==> config.mk <==
export PLATFORM = sky130hd
export DESIGN_NAME = exe_stage
export DESIGN_NICKNAME = d
export VERILOG_FILES = /design/src/hw/rv_exe_pkg.sv /design/src/hw/exe_alu.sv /design/src/hw/div_iter.sv /design/src/hw/m_unit.sv /design/src/hw/exe_stage.sv
export VERILOG_INCLUDE_DIRS = /design/src /design/src/hw
export SDC_FILE = /design/constraint.sdc
export NUM_CORES = 2
export LEC_CHECK = 0
export BUFFER_PORTS_ARGS = -buffer_cell sky130_fd_sc_hd__buf_2
export CORE_ASPECT_RATIO = 0.9
export CORE_MARGIN = 5
export CORE_UTILIZATION = 50
export CTS_CLUSTER_DIAMETER = 30
export DETAILED_ROUTE_END_ITERATION = 12
export PLACE_DENSITY = 0.67
export SYNTH_ARGS = -nofsm -noshare
export SYNTH_HDL_FRONTEND = slang
export SYNTH_SLANG_ARGS = --single-unit
==> constraint.sdc <==
create_clock -name clk_i -period 13.4 [get_ports clk_i]
set_input_delay 1.34 -clock clk_i [delete_from_list [all_inputs] [get_ports clk_i]]
set_output_delay 1.34 -clock clk_i [all_outputs]
set_load 0.03 [all_outputs]
==> src/hw/rv_exe_consts.svh <==
`ifndef RV_EXE_CONSTS_SVH
`define RV_EXE_CONSTS_SVH

// data path widths
`define GPR_WIDTH       32
`define SYS_ADDR_SPACE  32
`define GPR_ADDR_SPACE  5
`define IMM_WIDTH       32
`define INST_ID_LEN     10
`define FUNCT3_WIDTH    3

// instruction ids, {funct3, index}
`define ADDI_ID    {3'b000, 7'd1}
`define SLTI_ID    {3'b010, 7'd2}
`define SLTIU_ID   {3'b011, 7'd3}
`define XORI_ID    {3'b100, 7'd4}
`define ORI_ID     {3'b110, 7'd5}
`define ANDI_ID    {3'b111, 7'd6}
`define SLLI_ID    {3'b001, 7'd7}
`define SRLI_ID    {3'b101, 7'd8}
`define SRAI_ID    {3'b101, 7'd9}
`define ADD_ID     {3'b000, 7'd10}
`define SUB_ID     {3'b000, 7'd11}
`define SLL_ID     {3'b001, 7'd12}
`define SLT_ID     {3'b010, 7'd13}
`define SLTU_ID    {3'b011, 7'd14}
`define XOR_ID     {3'b100, 7'd15}
`define SRL_ID     {3'b101, 7'd16}
`define SRA_ID     {3'b101, 7'd17}
`define OR_ID      {3'b110, 7'd18}
`define AND_ID     {3'b111, 7'd19}
`define LUI_ID     {3'b000, 7'd20}
`define AUIPC_ID   {3'b000, 7'd21}
`define JAL_ID     {3'b000, 7'd22}
`define JALR_ID    {3'b000, 7'd23}
`define LB_ID      {3'b000, 7'd24}
`define LH_ID      {3'b001, 7'd25}
`define LW_ID      {3'b010, 7'd26}
`define LBU_ID     {3'b100, 7'd27}
`define LHU_ID     {3'b101, 7'd28}
`define SB_ID      {3'b000, 7'd29}
`define SH_ID      {3'b001, 7'd30}
`define SW_ID      {3'b010, 7'd31}
`define MUL_ID     {3'b000, 7'd32}
`define MULH_ID    {3'b001, 7'd33}
`define MULHSU_ID  {3'b010, 7'd34}
`define MULHU_ID   {3'b011, 7'd35}
`define DIV_ID     {3'b100, 7'd36}
`define DIVU_ID    {3'b101, 7'd37}
`define REM_ID     {3'b110, 7'd38}
`define REMU_ID    {3'b111, 7'd39}

// forward select, {rs2 enable, rs1 enable}
`define FWD_NONE   2'b00
`define FWD_RS1    2'b01
`define FWD_RS2    2'b10
`define FWD_BOTH   2'b11

// M unit cycles from start to ready
`define MUL_LATENCY  2
`define DIV_LATENCY  33

`endif

==> src/hw/rv_exe_pkg.sv <==
`include "rv_exe_consts.svh"

package rv_exe_pkg;

    typedef logic [`GPR_WIDTH-1:0]      gpr_t;
    typedef logic [`SYS_ADDR_SPACE-1:0] pc_t;
    typedef logic [`GPR_ADDR_SPACE-1:0] reg_addr_t;
    typedef logic [`IMM_WIDTH-1:0]      imm_t;
    typedef logic [`INST_ID_LEN-1:0]    inst_id_t;
    typedef logic [`FUNCT3_WIDTH-1:0]   funct3_t;

    // ID/EXE bundle
    typedef struct packed {
        pc_t       pc;
        reg_addr_t rd_addr;
        logic      rd_we;
        logic      mem_re;
        logic      mem_we;
        inst_id_t  instr_id;
        gpr_t      rs1_val;
        gpr_t      rs2_val;
        imm_t      imm;
    } exe_in_t;

    // from the forwarding unit
    typedef struct packed {
        gpr_t rs1_val;
        gpr_t rs2_val;
        logic rs1_we;
        logic rs2_we;
    } fwd_t;

    // EXE/WB bundle
    typedef struct packed {
        gpr_t      alu_val;
        reg_addr_t rd_addr;
        logic      rd_we;
        gpr_t      rs2_val;
        logic      mem_re;
        logic      mem_we;
        funct3_t   mem_mode;
    } exe_out_t;

    typedef enum logic [1:0] {
        M_IDLE,
        M_MUL,
        M_DIV,
        M_DONE
    } m_state_t;

endpackage

==> src/hw/exe_alu.sv <==
`include "rv_exe_consts.svh"

module exe_alu (
    input  rv_exe_pkg::inst_id_t instr_id_i,
    input  rv_exe_pkg::pc_t      pc_i,
    input  rv_exe_pkg::gpr_t     rs1_i,
    input  rv_exe_pkg::gpr_t     rs2_i,
    input  rv_exe_pkg::imm_t     imm_i,
    output rv_exe_pkg::gpr_t     result_o
);
    import rv_exe_pkg::*;

    gpr_t       sum_imm;
    logic [4:0] shamt_rs2;
    logic [4:0] shamt_imm;

    // shared by addi and the load/store address
    assign sum_imm   = rs1_i + imm_i;
    assign shamt_rs2 = rs2_i[4:0];
    assign shamt_imm = imm_i[4:0];

    always_comb begin
        case (instr_id_i)
            `ADDI_ID, `LB_ID, `LH_ID, `LW_ID, `LBU_ID, `LHU_ID,
            `SB_ID, `SH_ID, `SW_ID: begin
                result_o = sum_imm;
            end
            `SLTI_ID: begin
                result_o = gpr_t'($signed(rs1_i) < $signed(imm_i));
            end
            `SLTIU_ID: begin
                result_o = gpr_t'(rs1_i < imm_i);
            end
            `XORI_ID: begin
                result_o = rs1_i ^ imm_i;
            end
            `ORI_ID: begin
                result_o = rs1_i | imm_i;
            end
            `ANDI_ID: begin
                result_o = rs1_i & imm_i;
            end
            `SLLI_ID: begin
                result_o = rs1_i << shamt_imm;
            end
            `SRLI_ID: begin
                result_o = rs1_i >> shamt_imm;
            end
            `SRAI_ID: begin
                result_o = gpr_t'($signed(rs1_i) >>> shamt_imm);
            end
            `ADD_ID: begin
                result_o = rs1_i + rs2_i;
            end
            `SUB_ID: begin
                result_o = rs1_i - rs2_i;
            end
            `SLL_ID: begin
                result_o = rs1_i << shamt_rs2;
            end
            `SLT_ID: begin
                result_o = gpr_t'($signed(rs1_i) < $signed(rs2_i));
            end
            `SLTU_ID: begin
                result_o = gpr_t'(rs1_i < rs2_i);
            end
            `XOR_ID: begin
                result_o = rs1_i ^ rs2_i;
            end
            `SRL_ID: begin
                result_o = rs1_i >> shamt_rs2;
            end
            `SRA_ID: begin
                result_o = gpr_t'($signed(rs1_i) >>> shamt_rs2);
            end
            `OR_ID: begin
                result_o = rs1_i | rs2_i;
            end
            `AND_ID: begin
                result_o = rs1_i & rs2_i;
            end
            `LUI_ID: begin
                result_o = imm_i;
            end
            `AUIPC_ID: begin
                result_o = pc_i + imm_i;
            end
            // link address
            `JAL_ID, `JALR_ID: begin
                result_o = pc_i + `SYS_ADDR_SPACE'd4;
            end
            default: begin
                result_o = '0;
            end
        endcase
    end

endmodule

==> src/hw/div_iter.sv <==
`include "rv_exe_consts.svh"

module div_iter (
    input  logic             clk_i,
    input  logic             rst_i,
    input  logic             start_i,
    input  rv_exe_pkg::gpr_t dividend_i,
    input  rv_exe_pkg::gpr_t divisor_i,
    output logic             done_o,
    output rv_exe_pkg::gpr_t quotient_o,
    output rv_exe_pkg::gpr_t remainder_o
);
    import rv_exe_pkg::*;

    localparam logic [5:0] LAST_STEP = 6'(`GPR_WIDTH - 1);

    logic [5:0]          cnt_q;
    logic                busy_q;
    logic                done_q;
    gpr_t                rem_q;
    gpr_t                quo_q;
    gpr_t                dvs_q;
    gpr_t                src_rem;
    gpr_t                src_quo;
    gpr_t                src_dvs;
    logic [`GPR_WIDTH:0] trial;
    logic [`GPR_WIDTH:0] diff;
    gpr_t                step_rem;
    gpr_t                step_quo;

    // start cycle runs the first step straight from the inputs
    always_comb begin
        src_rem = start_i ? '0 : rem_q;
        src_quo = start_i ? dividend_i : quo_q;
        src_dvs = start_i ? divisor_i : dvs_q;
        trial   = {src_rem, src_quo[`GPR_WIDTH-1]};
        diff    = trial - {1'b0, src_dvs};
        if (diff[`GPR_WIDTH]) begin
            // borrow, keep the shifted remainder
            step_rem = trial[`GPR_WIDTH-1:0];
            step_quo = {src_quo[`GPR_WIDTH-2:0], 1'b0};
        end else begin
            step_rem = diff[`GPR_WIDTH-1:0];
            step_quo = {src_quo[`GPR_WIDTH-2:0], 1'b1};
        end
    end

    always_ff @(posedge clk_i) begin
        if (rst_i) begin
            busy_q <= 1'b0;
            cnt_q  <= '0;
            done_q <= 1'b0;
        end else begin
            done_q <= 1'b0;
            if (start_i) begin
                busy_q <= 1'b1;
                cnt_q  <= 6'd1;
            end else if (busy_q) begin
                cnt_q <= cnt_q + 6'd1;
                if (cnt_q == LAST_STEP) begin
                    busy_q <= 1'b0;
                    done_q <= 1'b1;
                end
            end
        end
    end

    always_ff @(posedge clk_i) begin
        if (start_i || busy_q) begin
            rem_q <= step_rem;
            quo_q <= step_quo;
        end
        if (start_i) begin
            dvs_q <= divisor_i;
        end
    end

    assign done_o      = done_q;
    assign quotient_o  = quo_q;
    assign remainder_o = rem_q;

    a_no_restart: assert property (@(posedge clk_i) disable iff (rst_i)
        start_i |-> !busy_q);

    // single done pulse at the end of the step sequence
    a_done_pulse: assert property (@(posedge clk_i) disable iff (rst_i)
        $rose(busy_q) |-> ##(`GPR_WIDTH - 1) (done_o ##1 !done_o));

endmodule

==> src/hw/m_unit.sv <==
`include "rv_exe_consts.svh"

module m_unit (
    input  logic                 clk_i,
    input  logic                 rst_i,
    input  logic                 ce_i,
    input  rv_exe_pkg::inst_id_t instr_id_i,
    input  rv_exe_pkg::gpr_t     rs1_i,
    input  rv_exe_pkg::gpr_t     rs2_i,
    output logic                 ready_o,
    output rv_exe_pkg::gpr_t     result_o
);
    import rv_exe_pkg::*;

    localparam int         LAT_W    = 6;
    localparam logic [5:0] MUL_WAIT = LAT_W'(`MUL_LATENCY - 2);
    localparam logic [5:0] DIV_WAIT = LAT_W'(`DIV_LATENCY - 2);

    m_state_t                        state_q;
    logic [LAT_W-1:0]                lat_q;
    gpr_t                            result_q;
    funct3_t                         f3;
    logic                            launch;
    logic                            is_div;
    logic signed [`GPR_WIDTH:0]      mul_a;
    logic signed [`GPR_WIDTH:0]      mul_b;
    logic signed [2*`GPR_WIDTH+1:0]  product;
    gpr_t                            mul_res;
    logic                            div_signed;
    logic                            rs1_neg;
    logic                            rs2_neg;
    logic                            div_zero;
    gpr_t                            dvd_mag;
    gpr_t                            dvs_mag;
    logic                            div_done;
    gpr_t                            quo_u;
    gpr_t                            rem_u;
    gpr_t                            div_res;

    // funct3 field selects the M variant
    assign f3     = instr_id_i[`INST_ID_LEN-1 -: `FUNCT3_WIDTH];
    assign is_div = f3[2];
    assign launch = ce_i && (state_q == M_IDLE);

    // 33-bit extension covers mulh, mulhsu and mulhu alike
    assign mul_a   = {(f3 == 3'b001 || f3 == 3'b010) & rs1_i[`GPR_WIDTH-1], rs1_i};
    assign mul_b   = {(f3 == 3'b001) & rs2_i[`GPR_WIDTH-1], rs2_i};
    assign product = mul_a * mul_b;
    assign mul_res = (f3 == 3'b000) ? product[`GPR_WIDTH-1:0]
                                    : product[2*`GPR_WIDTH-1:`GPR_WIDTH];

    assign div_signed = ~f3[0];
    assign rs1_neg    = div_signed & rs1_i[`GPR_WIDTH-1];
    assign rs2_neg    = div_signed & rs2_i[`GPR_WIDTH-1];
    assign div_zero   = (rs2_i == '0);
    assign dvd_mag    = rs1_neg ? -rs1_i : rs1_i;
    // dummy divisor on zero keeps the step count uniform
    assign dvs_mag    = div_zero ? gpr_t'(1) : (rs2_neg ? -rs2_i : rs2_i);

    div_iter u_div (
        .clk_i       (clk_i),
        .rst_i       (rst_i),
        .start_i     (launch && is_div),
        .dividend_i  (dvd_mag),
        .divisor_i   (dvs_mag),
        .done_o      (div_done),
        .quotient_o  (quo_u),
        .remainder_o (rem_u)
    );

    // min by -1 falls out of the magnitude path
    always_comb begin
        if (div_zero) begin
            div_res = f3[1] ? rs1_i : '1;
        end else if (f3[1]) begin
            div_res = rs1_neg ? -rem_u : rem_u;
        end else begin
            div_res = (rs1_neg ^ rs2_neg) ? -quo_u : quo_u;
        end
    end

    always_ff @(posedge clk_i) begin
        if (rst_i) begin
            state_q <= M_IDLE;
            lat_q   <= '0;
        end else begin
            case (state_q)
                M_IDLE: begin
                    if (launch) begin
                        state_q <= is_div ? M_DIV : M_MUL;
                        lat_q   <= is_div ? DIV_WAIT : MUL_WAIT;
                    end
                end
                M_MUL: begin
                    if (lat_q == '0) begin
                        state_q <= M_DONE;
                    end else begin
                        lat_q <= lat_q - 1'b1;
                    end
                end
                M_DIV: begin
                    if (lat_q != '0) begin
                        lat_q <= lat_q - 1'b1;
                    end
                    if (div_done) begin
                        state_q <= M_DONE;
                    end
                end
                default: begin
                    state_q <= M_IDLE;
                end
            endcase
        end
    end

    always_ff @(posedge clk_i) begin
        if (launch && !is_div) begin
            result_q <= mul_res;
        end else if (state_q == M_DIV && div_done) begin
            result_q <= div_res;
        end
    end

    assign ready_o  = (state_q == M_DONE) || (state_q == M_IDLE && !ce_i);
    assign result_o = result_q;

    // ready_o comes back exactly when the latency has run out
    a_mul_ready: assert property (@(posedge clk_i) disable iff (rst_i)
        (launch && !is_div) |-> ##(`MUL_LATENCY) $rose(ready_o));

    a_div_ready: assert property (@(posedge clk_i) disable iff (rst_i)
        (launch && is_div) |-> ##(`DIV_LATENCY) $rose(ready_o));

    a_id_hold: assert property (@(posedge clk_i) disable iff (rst_i)
        (state_q == M_MUL || state_q == M_DIV) |-> $stable(instr_id_i));

    // divider finishes exactly when the latency budget runs out
    a_div_align: assert property (@(posedge clk_i) disable iff (rst_i)
        (state_q == M_DIV && div_done) |-> (lat_q == '0));

endmodule

==> src/hw/exe_stage.sv <==
`include "rv_exe_consts.svh"

module exe_stage (
    input  logic                 clk_i,
    input  logic                 rst_i,
    input  rv_exe_pkg::exe_in_t  ex_i,
    input  rv_exe_pkg::fwd_t     fwd_i,
    output rv_exe_pkg::exe_out_t ex_o,
    output logic                 ready_o
);
    import rv_exe_pkg::*;

    logic [1:0] fwd_sel;
    gpr_t       rs1_sel;
    gpr_t       rs2_sel;
    gpr_t       alu_res;
    gpr_t       m_res;
    logic       m_ce;

    assign fwd_sel = {fwd_i.rs2_we, fwd_i.rs1_we};

    always_comb begin
        case (fwd_sel)
            `FWD_RS1: begin
                rs1_sel = fwd_i.rs1_val;
                rs2_sel = ex_i.rs2_val;
            end
            `FWD_RS2: begin
                rs1_sel = ex_i.rs1_val;
                rs2_sel = fwd_i.rs2_val;
            end
            `FWD_BOTH: begin
                rs1_sel = fwd_i.rs1_val;
                rs2_sel = fwd_i.rs2_val;
            end
            default: begin
                rs1_sel = ex_i.rs1_val;
                rs2_sel = ex_i.rs2_val;
            end
        endcase
    end

    // M class goes to the multi-cycle unit
    assign m_ce = ex_i.instr_id inside {`MUL_ID, `MULH_ID, `MULHSU_ID, `MULHU_ID,
                                        `DIV_ID, `DIVU_ID, `REM_ID, `REMU_ID};

    exe_alu u_alu (
        .instr_id_i (ex_i.instr_id),
        .pc_i       (ex_i.pc),
        .rs1_i      (rs1_sel),
        .rs2_i      (rs2_sel),
        .imm_i      (ex_i.imm),
        .result_o   (alu_res)
    );

    m_unit u_m_unit (
        .clk_i      (clk_i),
        .rst_i      (rst_i),
        .ce_i       (m_ce),
        .instr_id_i (ex_i.instr_id),
        .rs1_i      (rs1_sel),
        .rs2_i      (rs2_sel),
        .ready_o    (ready_o),
        .result_o   (m_res)
    );

    always_comb begin
        ex_o.alu_val  = m_ce ? m_res : alu_res;
        ex_o.rd_addr  = ex_i.rd_addr;
        ex_o.rd_we    = ex_i.rd_we;
        ex_o.rs2_val  = rs2_sel;
        ex_o.mem_re   = ex_i.mem_re;
        ex_o.mem_we   = ex_i.mem_we;
        // funct3 doubles as the memory access mode
        ex_o.mem_mode = ex_i.instr_id[`INST_ID_LEN-1 -: `FUNCT3_WIDTH];
    end

    // single-cycle ops never stall the pipeline
    a_no_stall: assert property (@(posedge clk_i) disable iff (rst_i)
        !m_ce |-> ready_o);

endmodule

==> impl_results.md <==
* Worst-case clock buffer depth at 2
* Root buf cell: clkbuf_16
* Post-CTS setup buffers at 0
* Run status: finished, violations left
* Setup crit start kind: input port
* CTS tree: yes
* Hpwl dp at 241300 um
* Yosys warns at 0
* Starting Density at 0.5026
* CP most frequent cell: fa_1
* Placed instance area at 67550 um2
* Distinct cells, synth at 100
* Failing checks: capacitance limit, slew limit
* Post-synthesis sequential area ratio at 0.06026
* Post_cts resized at 0
* Die height at 348.8 um
* DR iter-0 viols at 8428
* Post-synth EDFFs at 96
* Core area at 126900 um2
* Hold Buf Count CTS at 0
* Synthesized flop and latch total at 144
* Max-slew violations at 17
* # port buffers at 273
* Worst-skew pair later-pin latency at 450 ps
* CP arrival at 12130 ps
* Worst Skew at 10.44 ps
* Die area at 134800 um2
* Hold Vio Cnt, Final at 0
* Horiz. Die Dim at 386.5 um
* Final Net Count at 9591
* Vias per cell at 6.478
* Synth Instances at 7848
* Row count at 124
* DRC viols at 0
* Area Growth Syn to Fin at 6.889%
* Clk sinks at 144
* WS Path Type: input port to flop
* Max frequency at 0.08363 GHz
* Measured slew at the worst slew-check pin at 1507 ps
* Remaining global-route overflow at 0
* Initial antenna violation count at 19
* CP endpoint kind: flop
* Pin count of the biggest net entering global routing at 77
* Fin area at 68180 um2
* Largest incremental delay on the critical path at 980 ps
* Critical Path Fanout Max at 25
* Critical path's slowest cell: and3_1
* Post-route ant nets at 0
* # IOs at 290
* Final Core Density at 0.5372
* Most frequent cells in the layout: inv_1 (1285), fa_1 (1129), nand2_1 (1039)
* First-pass GRT wire length at 440200 um
* Average size of a mapped cell at 8.128 um2
* Syn nets at 9572
* Fin Setup TNS at 0 ps
* Clock Pin Slew Worst Setup and Hold Paths at 70 ps
* Pre-antenna DRT Iters at 10
* Final WL at 307300 um
* Synthesized area at 63790 um2
* Total CTS buffers at 17
* # setup viols final at 0
* Global placement routability congestion at 1.085
* Commonest non-fill, non-tap cell in the layout: inv_1
* Vias in the first global route at 61670
* Fraction of layout cells with a size suffix above 1 at 0.09543
* Max Cap Viol at 2
* Tcrit/Tclk final at 0.8923
* Worst Path Required at 13570 ps
* Top FF cell, synth: edfxtp_1
* Via count at 62170
* Gr usage total at 0.4472
* Routed len/inst at 32.02 um
* HP Class: flop to flop
* Htree depth at 4
* Post-route minimum period at 11960 ps
* Rel. slew slack at -0.03032
* RSZ-0062 raised after global routing: no
* Async S/R FF share, synth at 0
==> cell type report <==
cell class	instances	area, um2
fill	12270	58730
multi-input combinational	5879	53510
inverter	1319	4951
sequential	144	3844
timing repair buffer	506	3144
tap	1701	2128
clock buffer	17	425.4
clock inverter	15	140.1
antenna	16	40.04
==> worst paths after layout <==
check | from | to | slack [ps] | depth (start not counted)
setup / recovery | fwd_i[0] | u_m_unit.result_o[15]$_DFFE_PP_ | 1440 | 26
hold reg to reg | u_m_unit.u_div.dvs_q[24]$_DFF_P_ | u_m_unit.u_div.dvs_q[24]$_DFF_P_ | 470 | 2
hold / removal | u_m_unit.u_div.dvs_q[24]$_DFF_P_ | u_m_unit.u_div.dvs_q[24]$_DFF_P_ | 470 | 2
setup reg to reg | u_m_unit.state_q[0]$_SDFFE_PP0P_ | u_m_unit.u_div.remainder_o[2]$_DFFE_PP_ | 6970 | 19
==> through the flow <==
stage	instances	setup slack, ps	hold slack [ps]
final	9597	1443	467.9
after floorplan	7848	2763	430.9
after global routing	9581	1416	496.2
after global placement	9546	1395	451.0
after detailed placement	9546	1482	457.2
after CTS	9578	1923	473.4
==> Yosys cell counts, types with 28 or more instances <==
| library cell | number | area [um2] |
|---|---|---|
| a211oi_1 | 55 | 412.9 |
| a21o_1 | 86 | 645.6 |
| a21oi_1 | 373 | 1867 |
| a221oi_1 | 56 | 490.5 |
| a31oi_1 | 58 | 362.9 |
| and2_1 | 47 | 294.0 |
| and3_1 | 32 | 200.2 |
| buf_1 | 91 | 341.6 |
| buf_2 | 38 | 190.2 |
| clkbuf_1 | 351 | 1318 |
| dfxtp_1 | 48 | 960.9 |
| edfxtp_1 | 96 | 2883 |
| fa_1 | 1129 | 22600 |
| ha_1 | 381 | 4767 |
| inv_1 | 1293 | 4853 |
| mux2_2 | 60 | 675.7 |
| mux2i_1 | 271 | 2713 |
| nand2_1 | 1039 | 3900 |
| nand2b_1 | 47 | 294.0 |
| nand3_1 | 87 | 435.4 |
| nand4_1 | 46 | 287.8 |
| nor2_1 | 741 | 2781 |
| nor2b_1 | 36 | 225.2 |
| nor3_1 | 94 | 470.5 |
| nor4_1 | 34 | 212.7 |
| o211ai_1 | 47 | 352.8 |
| o21a_1 | 63 | 473.0 |
| o21ai_0 | 301 | 1506 |
| o21bai_1 | 29 | 217.7 |
| o221ai_1 | 34 | 297.8 |
| o31ai_1 | 28 | 210.2 |
| or3_1 | 29 | 181.4 |
| xnor2_1 | 209 | 1831 |
| xor2_1 | 84 | 735.7 |
==> per-layer routing <==
metal  wire (um)  GRT usage  vias up
met5          93          0        -
met4       24750     0.2820       14
met3       49010     0.1809     1050
met2      120400     0.6167     4901
met1      113100     0.5832    30740
li1            -          -    25470
==> kinds of logic after synthesis <==
logic type / synth area share
xor gates and xnor gates: 0.04023
adders and majority gates: 0.4291
buffers and inverters: 0.1100
and+or+nand+nor: 0.1566
AOI/OAI and AO/OA: 0.1442
DFF: 0.06026
muxes: 0.05957
==> sequential cells by signal (all words and copies together) (netlist names), 2 cells and up <==
signal and count:
u_m_unit.u_div.quotient_o 32, u_m_unit.u_div.dvs_q 32, u_m_unit.lat_q 6, u_m_unit.u_div.remainder_o 32, u_m_unit.result_o 32, u_m_unit.state_q 2, u_m_unit.u_div.cnt_q 6
==> worst max-delay path: cells and delay by family <==
kind | cells | cell delay, ps
adder cells (fa/ha/maj) | 9 | 4510
AO/OA/AOI/OAI | 8 | 1810
AND/OR/NAND/NOR | 3 | 1630
buffers and inverters | 4 | 1260
multiplexers | 1 | 880
XOR/XNOR | 1 | 570
Power is not shown: default switching activity piles up to over one toggle a cycle in this logic, so the estimate is an artifact.
